**src/design/cmd_pkg.sv**
```systemverilog
package cmd_pkg;

    // Bus and memory geometry
    typedef logic [7:0]  cmd_byte_t;
    typedef logic [15:0] bus_addr_t;

    localparam int          MEM_ADDR_W = 10;
    localparam int unsigned MEM_DEPTH  = 2 ** MEM_ADDR_W;

    typedef logic [MEM_ADDR_W-1:0] mem_addr_t;

    localparam cmd_byte_t   VERSION      = 8'd1;
    localparam bus_addr_t   REG_COUNT    = 16'd16;   // Memory starts right after
    localparam logic [15:0] SYNC_PATTERN = 16'h817E; // Low byte goes out first

    // Register map
    localparam bus_addr_t ADDR_RESET    = 16'd0;  // Write gives soft reset
    localparam bus_addr_t ADDR_START    = 16'd1;  // Write starts, read gives status
    localparam bus_addr_t ADDR_SIZE_LO  = 16'd3;
    localparam bus_addr_t ADDR_SIZE_HI  = 16'd4;
    localparam bus_addr_t ADDR_REP_LO   = 16'd5;
    localparam bus_addr_t ADDR_REP_HI   = 16'd6;
    localparam bus_addr_t ADDR_MEMSZ_LO = 16'd7;  // Read only
    localparam bus_addr_t ADDR_MEMSZ_HI = 16'd8;

    // Sequencer states
    typedef enum logic [1:0] {
        INIT,
        DATA,
        SYNC
    } seq_state_t;

endpackage

```
**src/design/cmd_serializer.sv**
```systemverilog
`timescale 1ns/10ps

module cmd_serializer import cmd_pkg::*; (
    input  logic      BUS_CLK,
    input  logic      RST,
    input  logic      serial_en,
    input  cmd_byte_t next_byte,
    output logic      byte_pulse,
    output logic      cmd_serial_out,
    output cmd_byte_t cmd_data_out
);

    logic [2:0] bit_cnt;
    cmd_byte_t  shift_reg;

    // Load happens on the counter wrap
    assign byte_pulse = serial_en && (bit_cnt == 3'd0);

    always_ff @(posedge BUS_CLK) begin
        if (RST || !serial_en) begin
            bit_cnt        <= '0;
            shift_reg      <= '0;
            cmd_serial_out <= 1'b0;
            cmd_data_out   <= '0;
        end else begin
            bit_cnt        <= bit_cnt + 3'd1;
            cmd_serial_out <= shift_reg[0];  // LSB first
            if (byte_pulse)
                shift_reg <= next_byte;
            else
                shift_reg <= {1'b0, shift_reg[7:1]};
            // Update together with the byte's first bit on the line
            if (bit_cnt == 3'd1)
                cmd_data_out <= shift_reg;
        end
    end

    assert property (@(posedge BUS_CLK) disable iff (RST)
        byte_pulse |-> !$past(serial_en) || $past(bit_cnt) == 3'd7)
        else $error("Byte load outside counter wrap");

endmodule

```
**config.mk**
```make
export PLATFORM = sky130hd
export DESIGN_NAME = cmd_serializer
export DESIGN_NICKNAME = d
export VERILOG_FILES = /design/src/design/cmd_pkg.sv /design/src/design/cmd_serializer.sv
export SDC_FILE = /design/constraint.sdc
export NUM_CORES = 1
export LEC_CHECK = 0
export ABC_AREA = 0
export BUFFER_PORTS_ARGS = -buffer_cell sky130_fd_sc_hd__buf_2
export CORE_MARGIN = 5
export CORE_UTILIZATION = 44
export DETAILED_ROUTE_END_ITERATION = 10
export GPL_TIMING_DRIVEN = 0
export PLACE_DENSITY = 0.72
export SLEW_MARGIN = 20
export SYNTH_ARGS = -nofsm -noshare
export SYNTH_HDL_FRONTEND = slang
export SYNTH_SLANG_ARGS = --single-unit
```
**constraint.sdc**
```tcl
create_clock -name BUS_CLK -period 1.4 [get_ports BUS_CLK]
set_clock_uncertainty 0.2 [all_clocks]
set_input_delay 0.21 -clock BUS_CLK [delete_from_list [all_inputs] [get_ports BUS_CLK]]
set_output_delay 0.21 -clock BUS_CLK [all_outputs]
set_load 0.02 [all_outputs]
```
==> results.txt <==
DIE WIDTH = 51.82 um
Number of port buffers = 20
Share of the synthesized area in the top cell type = 52.03%
Post-DRT Antenna Nets = 0
Post-route insts no fill = 130
CTS clock-pin slew for the worst setup and hold paths = 0.10 ns
CP max stage cell = dfxtp_2
Worst-Margin Slew = 0.2108 ns
DIE AREA = 2685 um2
CP Class = register to output pin
HPWL after DPL = 1.002 mm
Post-Syn Area = 769.5 um2
Rel. slew slack = 85.93%
Post-synthesis sequential area ratio = 52.03%
Violated checks = setup timing
Max stage delay on crit path = 0.35 ns
Num rows = 15
Ys Warns = 0
CTS Buffer Depth = 2
Worst min path class = input pin to register
Yosys cell types = 16
Post-route DRC violation count = 0
Syn Area/Cell = 9.500 um2
Maximum VDD drop = 0.4937 mV
Fmax = 0.6177 GHz
DR vias = 609
Vias in the first global route = 581
Synth Register Bits = 20
Final Max Tran Viols = 0
Period utilization = 115.6%
CTS Buf Count = 3
Min Tclk post-route = 1.619 ns
Mapped Nets = 95
Initial antenna violation count = 0
Iter 0 DRT Violations = 4
Type of origin of the critical path = register
Final setup violation count = 1
Antenna fix cells = 0
CTS tree = yes
Crit. End Element = output pin
Pre-CTS WS = -0.1716 ns
Drt pass-1 iters = 4
Worst hold margin = 0.1817 ns
Max H-tree Level = 1
Final nets = 129
Synth area leaders = dfxtp_1 (52%), mux2i_1 (10%), nand2_1 (6.8%)
Post-Place Cells = 118
Number of vias per cell = 4.685
Max cap viols = 0
CP Data Arrival Time = 1.21 ns
Synthesized instance count = 81
First-pass GRT wire length = 2.504 mm
Synth area leader = dfxtp_1
Die Height = 51.82 um
Clock Sinks = 20
Ports = 21
Starting Density = 45.56%
Share of cells above drive strength 1 = 34.51%
Outcome = complete, but fails checks
Routed wire length per instance = 11.30 um
Worst Path Max Fanout = 2
Largest net degree at the start of global routing = 11
Detailed-route wire length = 1.469 mm
Fin. Hold Viols = 0
CTS Root Cell = clkbuf_4
Gr usage total = 12.56%
CP required = 0.99 ns
Total gr overflow = 0
Clock Latency Late Sink = 0.28 ns
CORE AREA = 1689 um2
GP Congestion = 0.7270
Pwr/cell area = 944.2 nW/um2
Fin worst setup slack = -0.2190 ns
Area Overhead vs Synth = 34.47%
Leakage power = 0.5111 nW
Unrepaired setup endpoints after global routing = true
Cell chain of the critical path = inv_2 -> ha_4 -> nor2b_4 -> and2_4 -> buf_6
==> power breakdown <==
group | total [mW] | internal (mW) | switching, mW | leakage, nW
logic | 0.136 | 0.0725 | 0.0634 | 0.334
registers | 0.591 | 0.584 | 0.00748 | 0.163
clock network | 0.250 | 0.0996 | 0.150 | 0.0138
==> metal layers <==
layer	part of all wire [%]	up-vias	routed length, um	track usage, %
met4	0.61	0	9	3.930
met5	0	-	0	0
met3	5.9	2	87	2.865
met1	43	274	639	14.31
li1	-	317	-	-
met2	50	16	732	22.80
==> path summary, 6_finish.rpt <==
check,endpoint,startpoint,slack [ns],cells past startpoint
max reg2reg,cmd_data_out[5]$_SDFFE_PP0N_,bit_cnt[1]$_SDFF_PP0_,0,6
max,byte_pulse,bit_cnt[1]$_SDFF_PP0_,-0.22,5
min,cmd_data_out[1]$_SDFFE_PP0N_,serial_en,0.18,4
min reg2reg,cmd_serial_out$_SDFF_PP0_,shift_reg[0]$_SDFF_PP0_,0.23,2
==> through the flow <==
step | util [%] | cell area [um2] | setup TNS [ns] | power, mW
floorplan | - | 773.2 | 0 | 0.6800
global placement | 52.96 | 894.6 | -0.1542 | 0.7105
detailed placement | 52.96 | 894.6 | -0.1716 | 0.7131
CTS | 62.44 | 1055 | -0.4881 | 1.000
global route | 61.26 | 1035 | -0.7356 | 1.033
finish | 61.26 | 1035 | -0.2190 | 0.9770
==> critical path: cells and delay by family, from the launching register on <==
family / cells / cell delay [ns]
flip-flops: 1 / 0.35
adder cells (fa/ha/maj): 1 / 0.15
buffers and inverters: 2 / 0.17
AND/OR/NAND/NOR: 2 / 0.26
==> kinds of logic (layout without fill, tap and decap cells) <==
logic type,Yosys count,in the layout,synth area share (%)
compound gates,7,7,4.552
flops,20,20,52.03
simple gates,32,32,19.02
mux,8,8,10.41
buf+inv,10,42,7.968
fa+ha+maj,3,3,4.879
xor+xnor,1,1,1.138
==> cell usage after synthesis (all sizes together) <==
library cell	n
dfxtp	20
nand2	14
nor2	12
mux2i	8
a21oi	7
buf	5
inv	5
ha	3
nand2b	3
and2	1
nor2b	1
nor3	1
xnor2	1
==> repair_timing <==
| action | in CTS | in global routing |
|---|---|---|
| gates resized for setup | 10 | 2 |
| setup buffers | 3 | 0 |
| hold buffers | 8 | 0 |
| pin swaps | 0 | 1 |
| setup endpoints to repair | 1 | 16 |
| endpoints found under the hold margin | 8 | 0 |
==> cell type report <==
class                   count  area (um2)
fillers                   158       654.4
flip-flops and latches     20       402.9
multi-input cells          51       342.8
repair buffers             31       209.0
clock buffers               3       22.52
well taps                  17       21.27
inverters                   5       18.77
plain buffers               3       17.52
==> cells in the final DEF, fill, tap and decap left out, types with 2 or more instances in the layout <==
cell type / count
nand2b_1: 2
a21oi_1: 7
clkbuf_4: 3
buf_2: 21
nor2_1: 12
inv_2: 2
dfxtp_2: 2
buf_4: 4
mux2i_1: 8
inv_1: 3
ha_4: 2
dfxtp_1: 18
nand2_1: 14
dlygate4sd3_1: 8
Power figures use the tool's default switching activity.
