`src/design/cmd_pkg.sv`:
```
package cmd_pkg;

    // Bus and memory geometry
    typedef logic [7:0]  cmd_byte_t;
    typedef logic [15:0] bus_addr_t;

    localparam int          MEM_ADDR_W = 10;
    localparam int unsigned MEM_DEPTH  = 2 ** MEM_ADDR_W;

    typedef logic [MEM_ADDR_W-1:0] mem_addr_t;

    localparam cmd_byte_t   VERSION      = 8'd1;
    localparam bus_addr_t   REG_COUNT    = 16'd16;   // Memory starts right after
    localparam logic [15:0] SYNC_PATTERN = 16'h817E; // Low byte goes out first

    // Register map
    localparam bus_addr_t ADDR_RESET    = 16'd0;  // Write gives soft reset
    localparam bus_addr_t ADDR_START    = 16'd1;  // Write starts, read gives status
    localparam bus_addr_t ADDR_SIZE_LO  = 16'd3;
    localparam bus_addr_t ADDR_SIZE_HI  = 16'd4;
    localparam bus_addr_t ADDR_REP_LO   = 16'd5;
    localparam bus_addr_t ADDR_REP_HI   = 16'd6;
    localparam bus_addr_t ADDR_MEMSZ_LO = 16'd7;  // Read only
    localparam bus_addr_t ADDR_MEMSZ_HI = 16'd8;

    // Sequencer states
    typedef enum logic [1:0] {
        INIT,
        DATA,
        SYNC
    } seq_state_t;

endpackage

```
`src/design/cmd_regs.sv`:
```
`timescale 1ns/10ps

module cmd_regs import cmd_pkg::*; (
    input  logic        BUS_CLK,
    input  logic        RST,
    input  bus_addr_t   bus_add,
    input  cmd_byte_t   bus_data_in,
    input  logic        bus_rd,
    input  logic        bus_wr,
    input  cmd_byte_t   mem_rdata,
    input  logic        done,
    input  logic        syncing,
    output cmd_byte_t   bus_data_out,
    output logic        soft_rst,
    output logic        start,
    output logic [15:0] conf_size,
    output logic [15:0] conf_repeat,
    output logic        mem_we,
    output logic        mem_en,
    output mem_addr_t   mem_addr
);

    cmd_byte_t regs [REG_COUNT];
    cmd_byte_t rd_byte;     // Register value for the pending read
    bus_addr_t prev_add;    // Address of last cycle's read or zero
    logic      reg_sel;
    logic      regs_rst;

    assign reg_sel  = (bus_add < REG_COUNT);
    assign soft_rst = bus_wr && (bus_add == ADDR_RESET);
    assign start    = bus_wr && (bus_add == ADDR_START);
    assign regs_rst = RST || soft_rst;

    assign conf_size   = {regs[ADDR_SIZE_HI[3:0]], regs[ADDR_SIZE_LO[3:0]]};
    assign conf_repeat = {regs[ADDR_REP_HI[3:0]], regs[ADDR_REP_LO[3:0]]};

    always_ff @(posedge BUS_CLK) begin
        if (regs_rst) begin
            regs                    <= '{default: 8'd0};
            regs[ADDR_REP_LO[3:0]]  <= 8'd1;  // Send once by default
        end else if (bus_wr && reg_sel) begin
            regs[bus_add[3:0]] <= bus_data_in;
        end
    end

    // Read data is registered and valid in the cycle after bus_rd
    always_ff @(posedge BUS_CLK) begin
        if (RST) begin
            rd_byte  <= '0;
            prev_add <= '0;
        end else begin
            prev_add <= bus_rd ? bus_add : '0;
            if (!bus_rd || !reg_sel) begin
                rd_byte <= '0;
            end else begin
                case (bus_add)
                    ADDR_RESET:    rd_byte <= VERSION;
                    ADDR_START:    rd_byte <= {6'd0, syncing, done};
                    ADDR_MEMSZ_LO: rd_byte <= 8'(MEM_DEPTH);
                    ADDR_MEMSZ_HI: rd_byte <= 8'(MEM_DEPTH >> 8);
                    default:       rd_byte <= regs[bus_add[3:0]];
                endcase
            end
        end
    end

    assign bus_data_out = (prev_add >= REG_COUNT) ? mem_rdata : rd_byte;

    // Memory window above the register range
    assign mem_en   = (bus_rd || bus_wr) && !reg_sel;
    assign mem_we   = bus_wr && !reg_sel;
    assign mem_addr = mem_addr_t'(bus_add - REG_COUNT);

    assert property (@(posedge BUS_CLK) disable iff (RST)
        !$past(bus_rd) |-> bus_data_out == 8'd0)
        else $error("Read data present without a read in the previous cycle");

endmodule

```
`config.mk`:
```
export PLATFORM = sky130hd
export DESIGN_NAME = cmd_regs
export DESIGN_NICKNAME = d
export VERILOG_FILES = /design/src/design/cmd_pkg.sv /design/src/design/cmd_regs.sv
export SDC_FILE = /design/constraint.sdc
export NUM_CORES = 1
export LEC_CHECK = 0
export BUFFER_PORTS_ARGS = -buffer_cell sky130_fd_sc_hd__buf_2
export CAP_MARGIN = 20
export CORE_ASPECT_RATIO = 0.7
export CORE_MARGIN = 3
export CORE_UTILIZATION = 40
export CTS_CLUSTER_SIZE = 10
export DETAILED_ROUTE_END_ITERATION = 10
export GPL_TIMING_DRIVEN = 0
export HOLD_SLACK_MARGIN = 0.05
export PLACE_DENSITY_LB_ADDON = 0.08
export SLEW_MARGIN = 20
export SYNTH_ARGS = -nofsm -noshare
export SYNTH_HDL_FRONTEND = slang
export SYNTH_SLANG_ARGS = --single-unit
```
`constraint.sdc`:
```
create_clock -name BUS_CLK -period 6.8 [get_ports BUS_CLK]
set_clock_uncertainty 0.1 [all_clocks]
set_input_delay 2.04 -clock BUS_CLK [delete_from_list [all_inputs] [get_ports BUS_CLK]]
set_output_delay 2.04 -clock BUS_CLK [all_outputs]
set_load 0.05 [all_outputs]
```
==> qor.csv <==
stage,metric,value,unit
run_status,status,"finished, final reports clean",
grt,grt_use_met1,0.379,
clock_tree,clk_path_buf_depth,2,
worst_setup_path,crit_buf_inv,4,
job,cap_violations,0,
floorplanning,die_w,168,µm
worst_setup_path,critPathMaxStageDelay,0.60,ns
power_and_ir_drop,power_density,240,nW/µm²
logic_synthesis,yosysWarnings,0,
clock_tree,cts_resized,0,
route,drt_first_pass_iters,5,
finish,nFillCells,1659,
route,via_count,7165,
logic_synthesis,ys_top_cells_by_area,"dfxtp_1, o21ai_0, a21oi_1",
sta,slew_headroom,0.371,
worst_setup_path,cp-start-kind,input port,
sta,worst_slew_pin_slew,0.943,ns
floorplanning,rows,40,
placement,numPortBuffers,81,
logic_synthesis,syn_nets,848,
route,drt_iter0_drc,1164,
grt,met3_usage,0.0793,
clock_tree,cts_setup_buffers,0,
finish,fin_area,8630,µm²
floorplanning,start_util,0.417,
grt,use_met2,0.373,
worst_setup_path,arrival,4.31,ns
grt,grt_pass1_wl,40400,µm
logic_synthesis,synthCells,808,
grt,grt_use_total,0.264,
worst_setup_path,cp_top_family,simple AND/OR/NAND/NOR gates,
worst_setup_path,crit_fanout,10,
clock_tree,clk_pin_slew_worst_paths,0.06,ns
floorplanning,dieArea,20000,µm²
route,vias_per_cell,6.23,
clock_tree,ctsHoldBuffers,0,
clock_tree,cts_tree,yes,
clock_tree,htreeDepth,4,
worst_setup_path,critPathSlowestCell,nor3b_2,
clock_tree,cts_root_buffer,clkbuf_16,
placement,hpwlAfterDp,19600,µm
logic_synthesis,synth_top_area_share,0.405,
sta,finalCriticalPeriod,6.45,ns
worst_setup_path,criticalPathCategory,input port to output pin,
worst_setup_path,crit_path_end_kind,output pin,
sta,min_period_over_period,0.949,
sta,max_freq,155,MHz
logic_synthesis,synthArstFlopShare,0,
grt,grt_max_degree,17,
route,drc,0,
route,ant_nets,0,
floorplanning,fp.dieH,119,µm
logic_synthesis,synth-main-ff-cell,dfxtp_1,
grt,first_global_vias,6862,
floorplanning,io_pins,92,
logic_synthesis,seq_area_frac_synth,0.405,
sta,hold_violations,0,
placement,gp_congestion,0.920,
route,wl_per_cell,23.4,µm
finish,layout-drive-gt1-share,0.262,
logic_synthesis,synth_edf_count,0,
sta,slew_viol_final,0,
worst_setup_path,path_cells,buf_2 -> inv_1 -> ha_1 -> nor3b_2 -> nand3_1 -> clkbuf_1 -> and2_1 -> buf_2,
route,routed_wl,26900,µm
finish,area_growth,18.0,%
floorplanning,core-area,17500,µm²
logic_synthesis,synth_commonest_cells,"dfxtp_1, o21ai_0, a21oi_1, nand3_1, nand4_1",
placement,dpl_cell_area,8000,µm²
power_and_ir_drop,vdd_drop_max,0.134,mV
sta,tns,0,ns
sta,finalSetupViolCount,0,
grt,top_usage_layer,met1,
clock_tree,clk_latency,0.43,ns
grt,grt_antenna_before_repair,0,
min_path,hp-class,register to register,
logic_synthesis,syn_area,7310,µm²
worst_setup_path,worstPathRequired,4.66,ns
power_and_ir_drop,power.leakage,3.17,nW
grt,grt-ovfl-total,0,
logic_synthesis,ys_types,39,
clock_tree,cts_buffers,17,
logic_synthesis,postSynthAreaPerCell,9.05,µm²
finish,nets,948,
logic_synthesis,synth_seq_cells,148,
logic_synthesis,synth_top_cell_by_area,dfxtp_1,
finish,antenna-diode-count,0,
sta,rsz0062_at_grt,no,
logic_synthesis,yosysMostFrequentCell,dfxtp_1,
worst_setup_path,crit_top_cell,buf_2,
clock_tree,cts_sinks,148,
## registers in the layout, indices dropped and copies added (netlist names)
name,flops
prev_add,12
conf_repeat,16
regs,96
conf_size,16
rd_byte,8
## through the flow
stage | hold WS [ns] | setup WS [ns] | instances | util | power (W)
finish | 0.377 | 0.347 | 1151 | 0.492 | 0.00207
global route | 0.399 | 0.195 | 1151 | 0.492 | 0.00212
CTS | 0.373 | 0.412 | 1151 | 0.492 | 0.00207
detailed placement | 0.364 | 0.411 | 1120 | 0.457 | 0.00108
global placement | 0.358 | 0.474 | 1120 | 0.457 | 0.00107
floorplan | 0.345 | 0.277 | 808 | - | 0.00101
## final timing paths
kind	startpoint	to	slack [ns]	cells past startpoint
min reg2reg	regs[54]	regs[54]	0.38	2
min	regs[54]	regs[54]	0.38	2
max reg2reg	conf_repeat[14]	rd_byte[6]	4.99	3
max	bus_add[4]	mem_we	0.35	8
## worst register-to-register path: stages (launching register included)
cell and delay (ns):
dfxtp_1 0.36, mux4_1 0.57, mux4_2 0.52, nor2b_1 0.15
## routing by layer
| layer | part of all wire | routed length, µm | vias to the layer above |
|---|---|---|---|
| li1 | - | - | 3156 |
| met1 | 0.43 | 11600 | 3462 |
| met2 | 0.41 | 11200 | 494 |
| met3 | 0.13 | 3370 | 53 |
| met4 | 0.028 | 762 | 0 |
| met5 | 0 | 0 | - |
## cells in the final DEF (no fill, tap or decap), types with 8 or more instances in the layout
| cell | count |
|---|---|
| dfxtp_1 | 148 |
| o21ai_0 | 128 |
| a21oi_1 | 127 |
| buf_2 | 123 |
| nand3_1 | 89 |
| nand4_1 | 52 |
| buf_4 | 44 |
| clkbuf_1 | 41 |
| mux4_2 | 28 |
| clkbuf_16 | 17 |
| and2_1 | 14 |
| nor2b_1 | 9 |
| mux4_1 | 9 |
| nor2_1 | 8 |
| mux2_2 | 8 |
## final cells by class
class                           instances  area [µm²]  share of cell area
Sequential cell                       148        2960               0.343
Inverter                                6        22.5             0.00261
Timing Repair Buffer                   81         405              0.0470
Clock inverter                         12         179              0.0207
Multi-Input combinational cell        521        3580               0.415
Clock buffer                           19         443              0.0513
Buffer                                133         748              0.0867
Tap cell                              231         289              0.0335
## where the power goes
| part | total (W) | internal [W] | leakage, nW | switching, W |
|---|---|---|---|---|
| clock | 0.00101 | 0.000623 | 0.296 | 0.000383 |
| combinational | 0.000192 | 0.0000495 | 1.68 | 0.000142 |
| sequential | 0.000871 | 0.000870 | 1.19 | 0.000000808 |
| total | 0.00207 | 0.00154 | 3.17 | 0.000526 |
## cells by family (layout without fill, tap and decap cells)
family	Yosys count	after routing	share of synthesized area
flip-flops	148	148	0.405
AND/OR/NAND/NOR	201	201	0.160
XOR/XNOR	4	4	0.00479
adder cells (fa/ha/maj)	2	2	0.00342
buffers and inverters	139	251	0.105
AO/OA/AOI/OAI	269	269	0.190
multiplexers	45	45	0.131
Power figures use the tool's default switching activity.
