### src/design/cmd_pkg.sv
package cmd_pkg;

    // Bus and memory geometry
    typedef logic [7:0]  cmd_byte_t;
    typedef logic [15:0] bus_addr_t;

    localparam int          MEM_ADDR_W = 10;
    localparam int unsigned MEM_DEPTH  = 2 ** MEM_ADDR_W;

    typedef logic [MEM_ADDR_W-1:0] mem_addr_t;

    localparam cmd_byte_t   VERSION      = 8'd1;
    localparam bus_addr_t   REG_COUNT    = 16'd16;   // Memory starts right after
    localparam logic [15:0] SYNC_PATTERN = 16'h817E; // Low byte goes out first

    // Register map
    localparam bus_addr_t ADDR_RESET    = 16'd0;  // Write gives soft reset
    localparam bus_addr_t ADDR_START    = 16'd1;  // Write starts, read gives status
    localparam bus_addr_t ADDR_SIZE_LO  = 16'd3;
    localparam bus_addr_t ADDR_SIZE_HI  = 16'd4;
    localparam bus_addr_t ADDR_REP_LO   = 16'd5;
    localparam bus_addr_t ADDR_REP_HI   = 16'd6;
    localparam bus_addr_t ADDR_MEMSZ_LO = 16'd7;  // Read only
    localparam bus_addr_t ADDR_MEMSZ_HI = 16'd8;

    // Sequencer states
    typedef enum logic [1:0] {
        INIT,
        DATA,
        SYNC
    } seq_state_t;

endpackage

### src/design/cmd_sequencer.sv
`timescale 1ns/10ps

module cmd_sequencer import cmd_pkg::*; (
    input  logic        BUS_CLK,
    input  logic        RST,
    input  logic        start,
    input  logic [15:0] conf_size,
    input  logic [15:0] conf_repeat,
    input  logic        byte_pulse,
    input  cmd_byte_t   rd_data,
    output mem_addr_t   rd_addr,
    output cmd_byte_t   next_byte,
    output logic        serial_en,
    output logic        done,
    output logic        syncing
);

    seq_state_t  state;
    logic [15:0] rep_cnt;     // Passes already sent in this run
    logic [15:0] last_rep;
    logic        last_byte;
    logic        go;          // Start with a usable length
    logic        start_pend;  // Start waiting for a byte boundary
    logic        sync_hi;     // Next sync byte is 0x81

    assign go        = start && (conf_size != 16'd0);
    assign last_rep  = (conf_repeat == 16'd0) ? 16'd0 : conf_repeat - 16'd1;
    assign last_byte = (16'(rd_addr) == conf_size - 16'd1);

    assign next_byte = (state == DATA) ? rd_data :
                       (sync_hi ? SYNC_PATTERN[15:8] : SYNC_PATTERN[7:0]);
    assign syncing   = (state == SYNC);

    always_ff @(posedge BUS_CLK) begin
        if (RST) begin
            state      <= INIT;
            rd_addr    <= '0;
            rep_cnt    <= '0;
            serial_en  <= 1'b0;
            done       <= 1'b1;
            start_pend <= 1'b0;
            sync_hi    <= 1'b0;
        end else begin
            case (state)
                INIT: begin
                    // rd_addr sits at 0, so byte 0 is already on rd_data
                    if (go) begin
                        state     <= DATA;
                        rep_cnt   <= '0;
                        serial_en <= 1'b1;
                        done      <= 1'b0;
                    end
                end
                DATA: begin
                    if (byte_pulse) begin
                        if (last_byte) begin
                            rd_addr <= '0;
                            if (rep_cnt == last_rep) begin
                                state   <= SYNC;
                                sync_hi <= 1'b0;  // Pair starts with 0x7E
                                done    <= 1'b1;
                            end else begin
                                rep_cnt <= rep_cnt + 16'd1;
                            end
                        end else begin
                            rd_addr <= rd_addr + 1'b1;
                        end
                    end
                end
                SYNC: begin
                    if (byte_pulse && (start_pend || go)) begin
                        state      <= DATA;
                        rep_cnt    <= '0;
                        start_pend <= 1'b0;
                        done       <= 1'b0;
                    end else begin
                        if (go)
                            start_pend <= 1'b1;
                        if (byte_pulse)
                            sync_hi <= !sync_hi;
                    end
                end
                default: state <= INIT;
            endcase
        end
    end

    assert property (@(posedge BUS_CLK) disable iff (RST)
        state == DATA |-> 16'(rd_addr) < conf_size)
        else $error("Sequencer address beyond sequence length");

    assert property (@(posedge BUS_CLK) disable iff (RST)
        state == INIT |-> !byte_pulse)
        else $error("Byte boundary from the serializer while idle");

endmodule

### config.mk
export PLATFORM = sky130hd
export DESIGN_NAME = cmd_sequencer
export DESIGN_NICKNAME = d
export VERILOG_FILES = /design/src/design/cmd_pkg.sv /design/src/design/cmd_sequencer.sv
export SDC_FILE = /design/constraint.sdc
export NUM_CORES = 1
export LEC_CHECK = 0
export BUFFER_PORTS_ARGS = -buffer_cell sky130_fd_sc_hd__buf_2
export CAP_MARGIN = 0
export CORE_MARGIN = 10
export CORE_UTILIZATION = 50
export CTS_CLUSTER_SIZE = 16
export DETAILED_ROUTE_END_ITERATION = 7
export MAX_ROUTING_LAYER = met4
export PLACE_DENSITY = 0.86
export SLEW_MARGIN = 0
export SYNTH_ARGS = -nofsm -noshare
export SYNTH_HDL_FRONTEND = slang
export SYNTH_SLANG_ARGS = --single-unit
### constraint.sdc
create_clock -name BUS_CLK -period 3.1 [get_ports BUS_CLK]
set_input_delay 0.155 -clock BUS_CLK [delete_from_list [all_inputs] [get_ports BUS_CLK]]
set_output_delay 0.155 -clock BUS_CLK [all_outputs]
set_load 0.1 [all_outputs]
==> impl_metrics.yaml, run 1 <==
layout:
  n_antenna_cell: 0
  drive_gt1_share_pct: 28.3
  fillers: 469
  finalNetCount: 546
  areaGrowthSynthToFinish_pct: 28.1
route:
  first_iter_violations: 373
  vias_per_cell: 6.34
  routed_wl_um: 9670
  drc: 0
  drtAntennaViolNets: 0
  drt_pass1_iterations: 5
  wire_per_inst_um: 17.0
  vias: 3614
floorplan:
  start_util_pct: 52.6
  num_rows: 27
  core_area_um2: 5610
  die_x_um: 96.8
  dieArea_um2: 9370
  io_pins: 65
  die_y_um: 96.8
global_routing:
  grt_pass1_vias: 3359
  antenna_found_initial: 0
  track_usage_pct: 19.5
  overflow: 0
  grt_max_degree: 21
  grt_pass1_wl_um: 15800
synth:
  synth_edf_count: 0
  yosys_register_bits: 32
  synth_cell_type_count: 61
  yosysWarnings: 0
  synthFlopType: "dfxtp_1"
  synth_area_um2: 2950
  seq_area_frac_synth_pct: 21.7
  yosysTopAreaCell: "dfxtp_1"
  yosysMostFrequentCell: "nand2_1"
  yosys-top-cells-count: "nand2_1, dfxtp_1, nor3_1, or3_1"
  syn_inst: 399
  syn_area_per_cell_um2: 7.39
  netlist_top_cells_area: "dfxtp_1, xnor2_1, or3_1"
  async_reset_ff_share_pct: 0
  synth_fp_nets: 447
  synth.top_cell.area_share_pct: 21.7
sta:
  tightest_slew_ns: 0.530
  setup_tns_ns: 0
  whs_ns: 0.129
  period_share_pct: 97.4
  clock.fmax_mhz: 331
  min_period_ns: 3.02
  maxSlewViolCount: 0
  skew_ns: 0.00678
  relSlewSlack_pct: 64.2
  final-setup-viol-count: 0
  hold_viol: 0
place:
  place_congestion: 0.981
  dp_hpwl_um: 7580
  io_buffers: 64
cts:
  clkLatencyLatePin_ns: 0.29
  cts_tree: "yes"
  numCtsBuffers: 5
  clock_sinks: 32
  clkTransAtPathRegs_ns: 0.07
  cts_hold_buf: 0
  cts_buffer_depth: 2
  htree_levels: 2
  cts-root-buf: "clkbuf_8"
critical_path:
  endpoint: "rep_cnt[12]"
  reg2reg_depth: 9
  endpoint_kind: "register"
  max_stage_delay_ns: 0.55
  worstPathMaxFanout: 13
  critical_path_class: "input pin to register"
  crit_slowest_cell: "or4_4"
  rrSetupSlack_ns: 0.10
  path_cells: "buf_2, or4_4, or3_1, a221oi_2, nand3_1, or4_4, a311o_1, buf_4, or3_1, a21oi_1"
  r2r_end: "rep_cnt[12]"
  r2r_start: "rd_addr[5]"
  cp.required_ns: 3.31
  startpoint: "conf_size[1]"
  start_kind: "input pin"
  critPathArrivalTime_ns: 3.23
pwr:
  p_total_uw: 1090
  power_density_nw_per_um2: 288
  p_leak_uw: 0.00152
  peakVddDrop_v: 0.000320
hold_path:
  hold_class: "input pin to register"
flow_run:
  maxCapViolations: 0
run_status:
  status: "finished clean"
-- flip-flops by register name, indices dropped and copies added, names as in the netlist --
signal and cells:
done 1, start_pend 1, sync_hi 1, rd_addr 10, rep_cnt 16, state 2
serial_en 1
-- cell type report --
type / instances / area (µm²) / share of cell area (%)
Clock buffer: 7 / 96.3 / 2.55
Inverter: 15 / 56.3 / 1.49
Multi-Input combinational cell: 335 / 2220 / 58.8
Sequential cell: 32 / 656 / 17.4
Tap cell: 72 / 90.1 / 2.38
Timing Repair Buffer: 109 / 658 / 17.4
-- metal layers --
metal | share of wire, % | routed length [µm] | vias up | global-route usage (%)
li1 | - | - | 1708 | -
met1 | 43 | 4150 | 1686 | 24.2
met2 | 47 | 4590 | 193 | 31.1
met3 | 7.5 | 722 | 27 | 3.41
met4 | 2.1 | 204 | 0 | 6.31
met5 | 0 | 0 | - | -
-- where the power goes --
part           internal (µW)  switching [µW]  total [µW]
combinational            112             212         324
clock                    197             147         344
sequential               414            5.71         420
total                    724             364        1090
-- placed cells by master (no fill, tap or decap), types with 4 or more instances in the layout --
master	Yosys	layout
dfxtp_2	0	6
nand4_1	8	8
nor2_1	21	21
or3_1	23	23
and2_1	4	4
xnor2_1	18	17
a21o_1	8	8
inv_1	15	15
nor4_1	7	6
mux2i_1	4	4
buf_2	2	64
xor2_1	15	15
o31ai_1	5	5
nor2b_1	7	7
o211ai_1	5	5
nand3_1	15	15
o2111ai_1	4	4
or4_1	11	10
and3_1	10	10
nand2_1	35	35
nor3_1	23	22
a21oi_1	20	20
buf_4	0	45
dfxtp_1	32	24
and4_1	4	4
o21ai_0	21	21
clkbuf_8	0	7
nand2b_1	10	10
-- cells by family after synthesis --
| family | after synthesis | share of synthesized area (%) |
|---|---|---|
| mux | 6 | 2.12 |
| compound gates | 95 | 22.0 |
| xor+xnor | 34 | 10.6 |
| buf+inv | 32 | 4.41 |
| simple gates | 196 | 37.5 |
| flops | 32 | 21.7 |
| fa+ha+maj | 4 | 1.70 |
-- how the worst min path moves through the flow --
stage,from,end,depth (start not counted)
floorplan,byte_pulse,start_pend,1
global placement,byte_pulse,start_pend,2
detailed placement,byte_pulse,start_pend,2
CTS,byte_pulse,start_pend,2
global route,byte_pulse,start_pend,2
finish,byte_pulse,start_pend,2
-- worst max-delay path: cells and delay by family --
kind | cells | cell delay (ns)
AND/OR/NAND/NOR | 5 | 1.98
buffers and inverters | 2 | 0.30
AO/OA/AOI/OAI | 3 | 0.78
-- per-stage QoR --
| stage | instance area (µm²) | setup WS, ns | utilization, % | instances |
|---|---|---|---|---|
| CTS | 3730 | 0.0154 | 66.4 | 568 |
| floorplan | 2970 | 0.0130 | - | 399 |
| detailed placement | 3630 | -0.271 | 64.7 | 561 |
| global route | 3780 | -0.0525 | 67.4 | 570 |
| global placement | 3630 | -0.124 | 64.7 | 561 |
| finish | 3780 | 0.0813 | 67.4 | 570 |
-- timing repair --
| action | in CTS | in global routing |
|---|---|---|
| endpoints found under the setup margin | 0 | 12 |
| setup buffers | 0 | 2 |
| gates resized for setup | 0 | 8 |
Note: power is estimated with default switching activity, not from simulation.
==> run 2: changes to the inputs <==
--- a/config.mk
+++ b/config.mk
@@ -5,9 +5,10 @@
 export SDC_FILE = /design/constraint.sdc
 export NUM_CORES = 1
 export LEC_CHECK = 0
+export ABC_CLOCK_PERIOD_IN_PS = 3100
 export BUFFER_PORTS_ARGS = -buffer_cell sky130_fd_sc_hd__buf_2
 export CAP_MARGIN = 0
-export CORE_MARGIN = 10
+export CORE_MARGIN = 4
 export CORE_UTILIZATION = 50
 export CTS_CLUSTER_SIZE = 16
 export DETAILED_ROUTE_END_ITERATION = 7
==> run 2 against run 1 <==
  * Via count decreased by 1.4%
  * Largest power group unchanged
  * Utilization shrank 0.29 points
  * Hold slack improved by 0.00062 ns
  * Worst setup slack better by 0.062 ns
  * Critical path depth is 1 lower
  * Sequential cell count stayed put
  * Combinational power decreased by 2%
==> impl_metrics.yaml, run 2 (synthesized netlist as in run 1, its figures left out) <==
pwr:
  clock_power_share_pct: 31.5
  p_int_uw: 705
  sw_frac_of_total_pct: 34.6
  p_seq_share_pct: 39.0
  p_switching_uw: 374
  p_leak_uw: 0.00152
  power_density_nw_per_um2: 287
  peakVddDrop_v: 0.000306
  combPwrFrac_pct: 29.6
  p_total_uw: 1080
sta:
  final-setup-viol-count: 0
  clock.fmax_mhz: 338
  maxSlewViolCount: 0
  min_period_ns: 2.96
  relSlewSlack_pct: 65.3
  hold_viol: 0
  skew_ns: 0.00624
  setup_slack_ns: 0.143
  tightest_slew_ns: 0.515
  period_share_pct: 95.4
hold_path:
  hold_class: "input pin to register"
  worst_hold_path.num_cells: 2
  hold_start: "byte_pulse"
  hold-path-endpoint: "start_pend"
cts:
  cts_buffer_depth: 2
  cts_hold_buf: 0
  htree_levels: 2
  clkTransAtPathRegs_ns: 0.07
  cts_tree: "yes"
  clkLatencyLatePin_ns: 0.29
  numCtsBuffers: 5
  clock_sinks: 32
  cts-root-buf: "clkbuf_8"
critical_path:
  path_cells: "xnor2_1, or3_1, a221oi_2, nand3_1, or4_4, a311o_1, buf_4, or3_1, a21oi_2"
  rrSetupSlack_ns: 0.14
  path_delay_family: "simple AND/OR/NAND/NOR gates"
  r2r_end: "rep_cnt[6]"
  max_stage_delay_ns: 0.56
  endpoint_kind: "register"
  critPathArrivalTime_ns: 3.18
  start_kind: "register"
  reg2reg_depth: 9
  crit_top_cell: "or3_1"
  critical_path_class: "register to register"
  r2r_start: "rd_addr[5]"
  crit_slowest_cell: "or4_4"
  cp.required_ns: 3.33
  worstPathMaxFanout: 14
  worst-path-buf-inv: 1
place:
  dp_hpwl_um: 7100
  io_buffers: 64
  place_congestion: 0.990
  dpl_worst_slack_ns: -0.209
global_routing:
  grt_pass1_vias: 3310
  grt_pass1_wl_um: 14900
  track_usage_pct: 25.4
  grt_max_degree: 21
  overflow: 0
  antenna_found_initial: 0
floorplan:
  die_y_um: 84.8
  dieArea_um2: 7190
  num_rows: 27
  io_pins: 65
  die_x_um: 84.8
  start_util_pct: 52.6
  core_area_um2: 5610
layout:
  layout_common_cells: "buf_2, buf_4, nand2_1, dfxtp_1"
  final_common_cell: "buf_2"
  drive_gt1_share_pct: 27.6
  max_flop_register: "rep_cnt"
  finalNetCount: 547
  areaGrowthSynthToFinish_pct: 27.5
  largest_reg_flops: 16
  n_antenna_cell: 0
  top_regs: "rep_cnt x16, rd_addr x10, state x2"
run_status:
  status: "finished clean"
route:
  wire_per_inst_um: 15.9
  first_iter_violations: 368
  drtAntennaViolNets: 0
  drc: 0
  routed_wl_um: 9090
  vias_per_cell: 6.23
  vias: 3564
  drt_pass1_iterations: 5
flow_run:
  maxCapViolations: 0
[run 2: worst reg2reg max path, stage by stage (launching register included)]
cell	delay [ns]
dfxtp_4	0.36
xnor2_1	0.14
or3_1	0.37
a221oi_2	0.29
nand3_1	0.13
or4_4	0.56
a311o_1	0.33
buf_4	0.19
or3_1	0.37
a21oi_2	0.13
[run 2: power by group through the flow]
| stage | clock network (µW) | logic [µW] | registers (µW) |
|---|---|---|---|
| after detailed placement | 0 | 313 | 429 |
| after global placement | 0 | 305 | 429 |
| after global routing | 366 | 340 | 421 |
| final | 339 | 319 | 420 |
| after floorplan | 0 | 175 | 454 |
| after CTS | 342 | 314 | 420 |
[run 2: area by class of cell]
class	instances	area [µm²]
repair buffers	110	666
clock buffers	7	86.3
well taps	72	90.1
flip-flops and latches	32	656
multi-input cells	335	2200
clock inverters	1	7.51
fillers	475	1850
inverters	15	56.3
[run 2: per-layer routing]
metal / vias up / share of wire, % / track usage, % / wire (µm)
li1: 1715 / - / - / -
met1: 1668 / 45 / 33.5 / 4080
met2: 161 / 46 / 40.1 / 4220
met3: 20 / 6.7 / 3.14 / 605
met4: 0 / 2.0 / 8.49 / 178
met5: - / 0 / - / 0
[run 2: how the worst max path moves through the flow]
stage | start | to | slack [ns] | cells past startpoint
6_report | rd_addr[5] | rep_cnt[6] | 0.14 | 9
5_1_grt | conf_size[1] | rep_cnt[6] | -0.002 | 10
4_1_cts | rd_addr[5] | rep_cnt[8] | 0.06 | 9
3_5_place_dp | conf_size[1] | rep_cnt[6] | -0.21 | 10
3_3_place_gp | conf_size[1] | rep_cnt[12] | -0.1 | 10
2_1_floorplan | conf_repeat[0] | rep_cnt[1] | 0.01 | 14
[run 2: timing repair]
item,CTS,global route
setup endpoints to repair,0,8
setup buffers,0,1
resized for setup,0,3
[run 2: stage by stage]
stage               setup TNS, ns  utilization, %  instance area (µm²)  hold WS [ns]  cells
floorplan                       0               -                 2970         0.253    399
finish                          0            67.1                 3760         0.129    572
global placement           -0.767            65.0                 3640         0.432    563
global route             -0.00209            67.1                 3760         0.153    572
CTS                             0            66.7                 3740         0.130    571
detailed placement          -1.57            65.0                 3640         0.433    563
==> run 3: changes to the inputs <==
--- a/config.mk
+++ b/config.mk
@@ -5,15 +5,16 @@
 export SDC_FILE = /design/constraint.sdc
 export NUM_CORES = 1
 export LEC_CHECK = 0
+export ABC_AREA = 0
 export ABC_CLOCK_PERIOD_IN_PS = 3100
 export BUFFER_PORTS_ARGS = -buffer_cell sky130_fd_sc_hd__buf_2
 export CAP_MARGIN = 0
 export CORE_MARGIN = 4
-export CORE_UTILIZATION = 50
+export CORE_UTILIZATION = 40
 export CTS_CLUSTER_SIZE = 16
 export DETAILED_ROUTE_END_ITERATION = 7
 export MAX_ROUTING_LAYER = met4
-export PLACE_DENSITY = 0.86
+export PLACE_DENSITY = 0.73
 export SLEW_MARGIN = 0
 export SYNTH_ARGS = -nofsm -noshare
 export SYNTH_HDL_FRONTEND = slang
==> run 3 against run 2 <==
  * Sequential power about the same
  * Clock skew up 0.0012 ns
  * Clock power up 5%
  * Worst setup slack worse by 0.011 ns
  * Combinational power up 2%
  * Global-route usage down 4.4 points
  * Utilization down 13 points
  * First-iteration DRC count down 54%
==> impl_metrics.yaml, run 3 (synthesized netlist as in run 1, its figures left out) <==
sta:
  maxSlewViolCount: 0
  tightest_slew_ns: 0.499
  setup_slack_ns: 0.132
  clock.fmax_mhz: 337
  final-setup-viol-count: 0
  setup_tns_ns: 0
  skew_ns: 0.00743
  period_share_pct: 95.7
  hold_viol: 0
  min_period_ns: 2.97
  relSlewSlack_pct: 66.4
place:
  place_congestion: 0.941
  dp_hpwl_um: 7220
  dpl_worst_slack_ns: -0.166
  io_buffers: 64
  dpl-instance-area_um2: 3770
hold_path:
  hold_start: "byte_pulse"
  hold-path-endpoint: "start_pend"
  hold_class: "input pin to register"
  worst_hold_path.num_cells: 2
global_routing:
  antenna_found_initial: 0
  grt_pass1_vias: 3295
  grt_max_degree: 21
  overflow: 0
  grt_pass1_wl_um: 14800
  track_usage_pct: 20.9
floorplan:
  die_x_um: 93.9
  io_pins: 65
  core_area_um2: 7210
  die_y_um: 93.9
  start_util_pct: 40.9
  dieArea_um2: 8810
  num_rows: 31
route:
  vias: 3428
  drc: 0
  wire_per_inst_um: 14.7
  first_iter_violations: 170
  routed_wl_um: 9000
  drtAntennaViolNets: 0
  vias_per_cell: 5.62
  drt_pass1_iterations: 5
layout:
  largest_reg_flops: 16
  final_area_um2: 3880
  final_common_cell: "buf_2"
  n_antenna_cell: 0
  areaGrowthSynthToFinish_pct: 31.7
  drive_gt1_share_pct: 29.2
  finalNetCount: 558
  max_flop_register: "rep_cnt"
  layout_common_cells: "buf_2, buf_4, nand2_1, dfxtp_1, or3_1"
  utilization_pct: 53.9
  top_regs: "rep_cnt x16, rd_addr x10, state x2"
critical_path:
  critPathArrivalTime_ns: 3.18
  crit_slowest_cell: "or4_4"
  endpoint_kind: "register"
  max_stage_delay_ns: 0.56
  r2r_end: "rep_cnt[7]"
  rrSetupSlack_ns: 0.13
  critical_path_class: "register to register"
  reg2reg_depth: 10
  start_kind: "register"
  worstPathMaxFanout: 9
  path_cells: "xnor2_2, xnor2_1, o31a_1, a211oi_1, nand3_1, or4_4, a311o_1, buf_4, or3_1, a21oi_1"
  cp.required_ns: 3.31
  r2r_start: "rd_addr[3]"
cts:
  cts_hold_buf: 0
  cts_buffer_depth: 2
  numCtsBuffers: 5
  clkTransAtPathRegs_ns: 0.07
  htree_levels: 2
  cts-root-buf: "clkbuf_8"
  cts_tree: "yes"
  clock_sinks: 32
  clkLatencyLatePin_ns: 0.28
pwr:
  p_total_uw: 1100
  peakVddDrop_v: 0.000130
  p_leak_uw: 0.00158
  power_density_nw_per_um2: 283
run_status:
  status: "finished clean"
flow_run:
  maxCapViolations: 0
[run 3: cell count changes in the layout (fill, tap and decap cells not counted)]
cell / previous run / this run
a21oi_1: 19 / 20
a21oi_2: 1 / 0
buf_4: 46 / 57
clkbuf_8: 6 / 7
clkinvlp_4: 1 / 0
nor3_1: 23 / 22
nor3_2: 0 / 1
[run 3: worst max path at each step]
| stage | from | to | slack (ns) | depth (start not counted) |
|---|---|---|---|---|
| 2_1_floorplan | conf_repeat[0] | rep_cnt[1] | 0.01 | 14 |
| 3_3_place_gp | conf_size[1] | rep_cnt[8] | -0.10 | 10 |
| 3_5_place_dp | conf_size[2] | rep_cnt[7] | -0.17 | 11 |
| 4_1_cts | rd_addr[3] | rep_cnt[7] | 0.04 | 10 |
| 5_1_grt | rd_addr[3] | rep_cnt[7] | -0.03 | 10 |
| 6_report | rd_addr[3] | rep_cnt[7] | 0.13 | 10 |
[run 3: layer usage]
layer	global-route usage, %	vias to the layer above	routed length [µm]
met2	36.5	88	4510
li1	-	1731	-
met4	5.66	0	123
met1	25.0	1594	3980
met3	3.53	15	376
met5	-	-	0
[run 3: worst max-delay path: cells and delay by family, from the launching register on]
family                 cells  cell delay (ns)
AO/OA/AOI/OAI              4             1.01
XOR/XNOR                   2             0.32
buffers and inverters      1             0.18
flip-flops                 1             0.37
AND/OR/NAND/NOR            3             1.02
[run 3: final cells by class]
class                      count  area [µm²]
multi-input combinational    335        2200
timing repair buffer         121         748
clock buffer                   8         100
fill                         684        3330
tap                           99         124
sequential                    32         656
inverter                      15        56.3
[run 3: stage by stage]
step	cells	hold slack, ns
after floorplan	399	0.253
after detailed placement	602	0.421
after global placement	602	0.414
after CTS	610	0.121
after global routing	610	0.144
final	610	0.131
[run 3: power breakdown]
group | total (µW) | leakage [µW] | switching (µW) | internal [µW]
clock network | 355 | 0.0000515 | 153 | 203
logic | 324 | 0.00126 | 207 | 116
registers | 420 | 0.000263 | 5.71 | 414
[run 3: what timing repair did]
item / CTS / global route
resized for setup: 0 / 3
buffers inserted: 0 / 0
endpoints found under the setup margin: 0 / 8
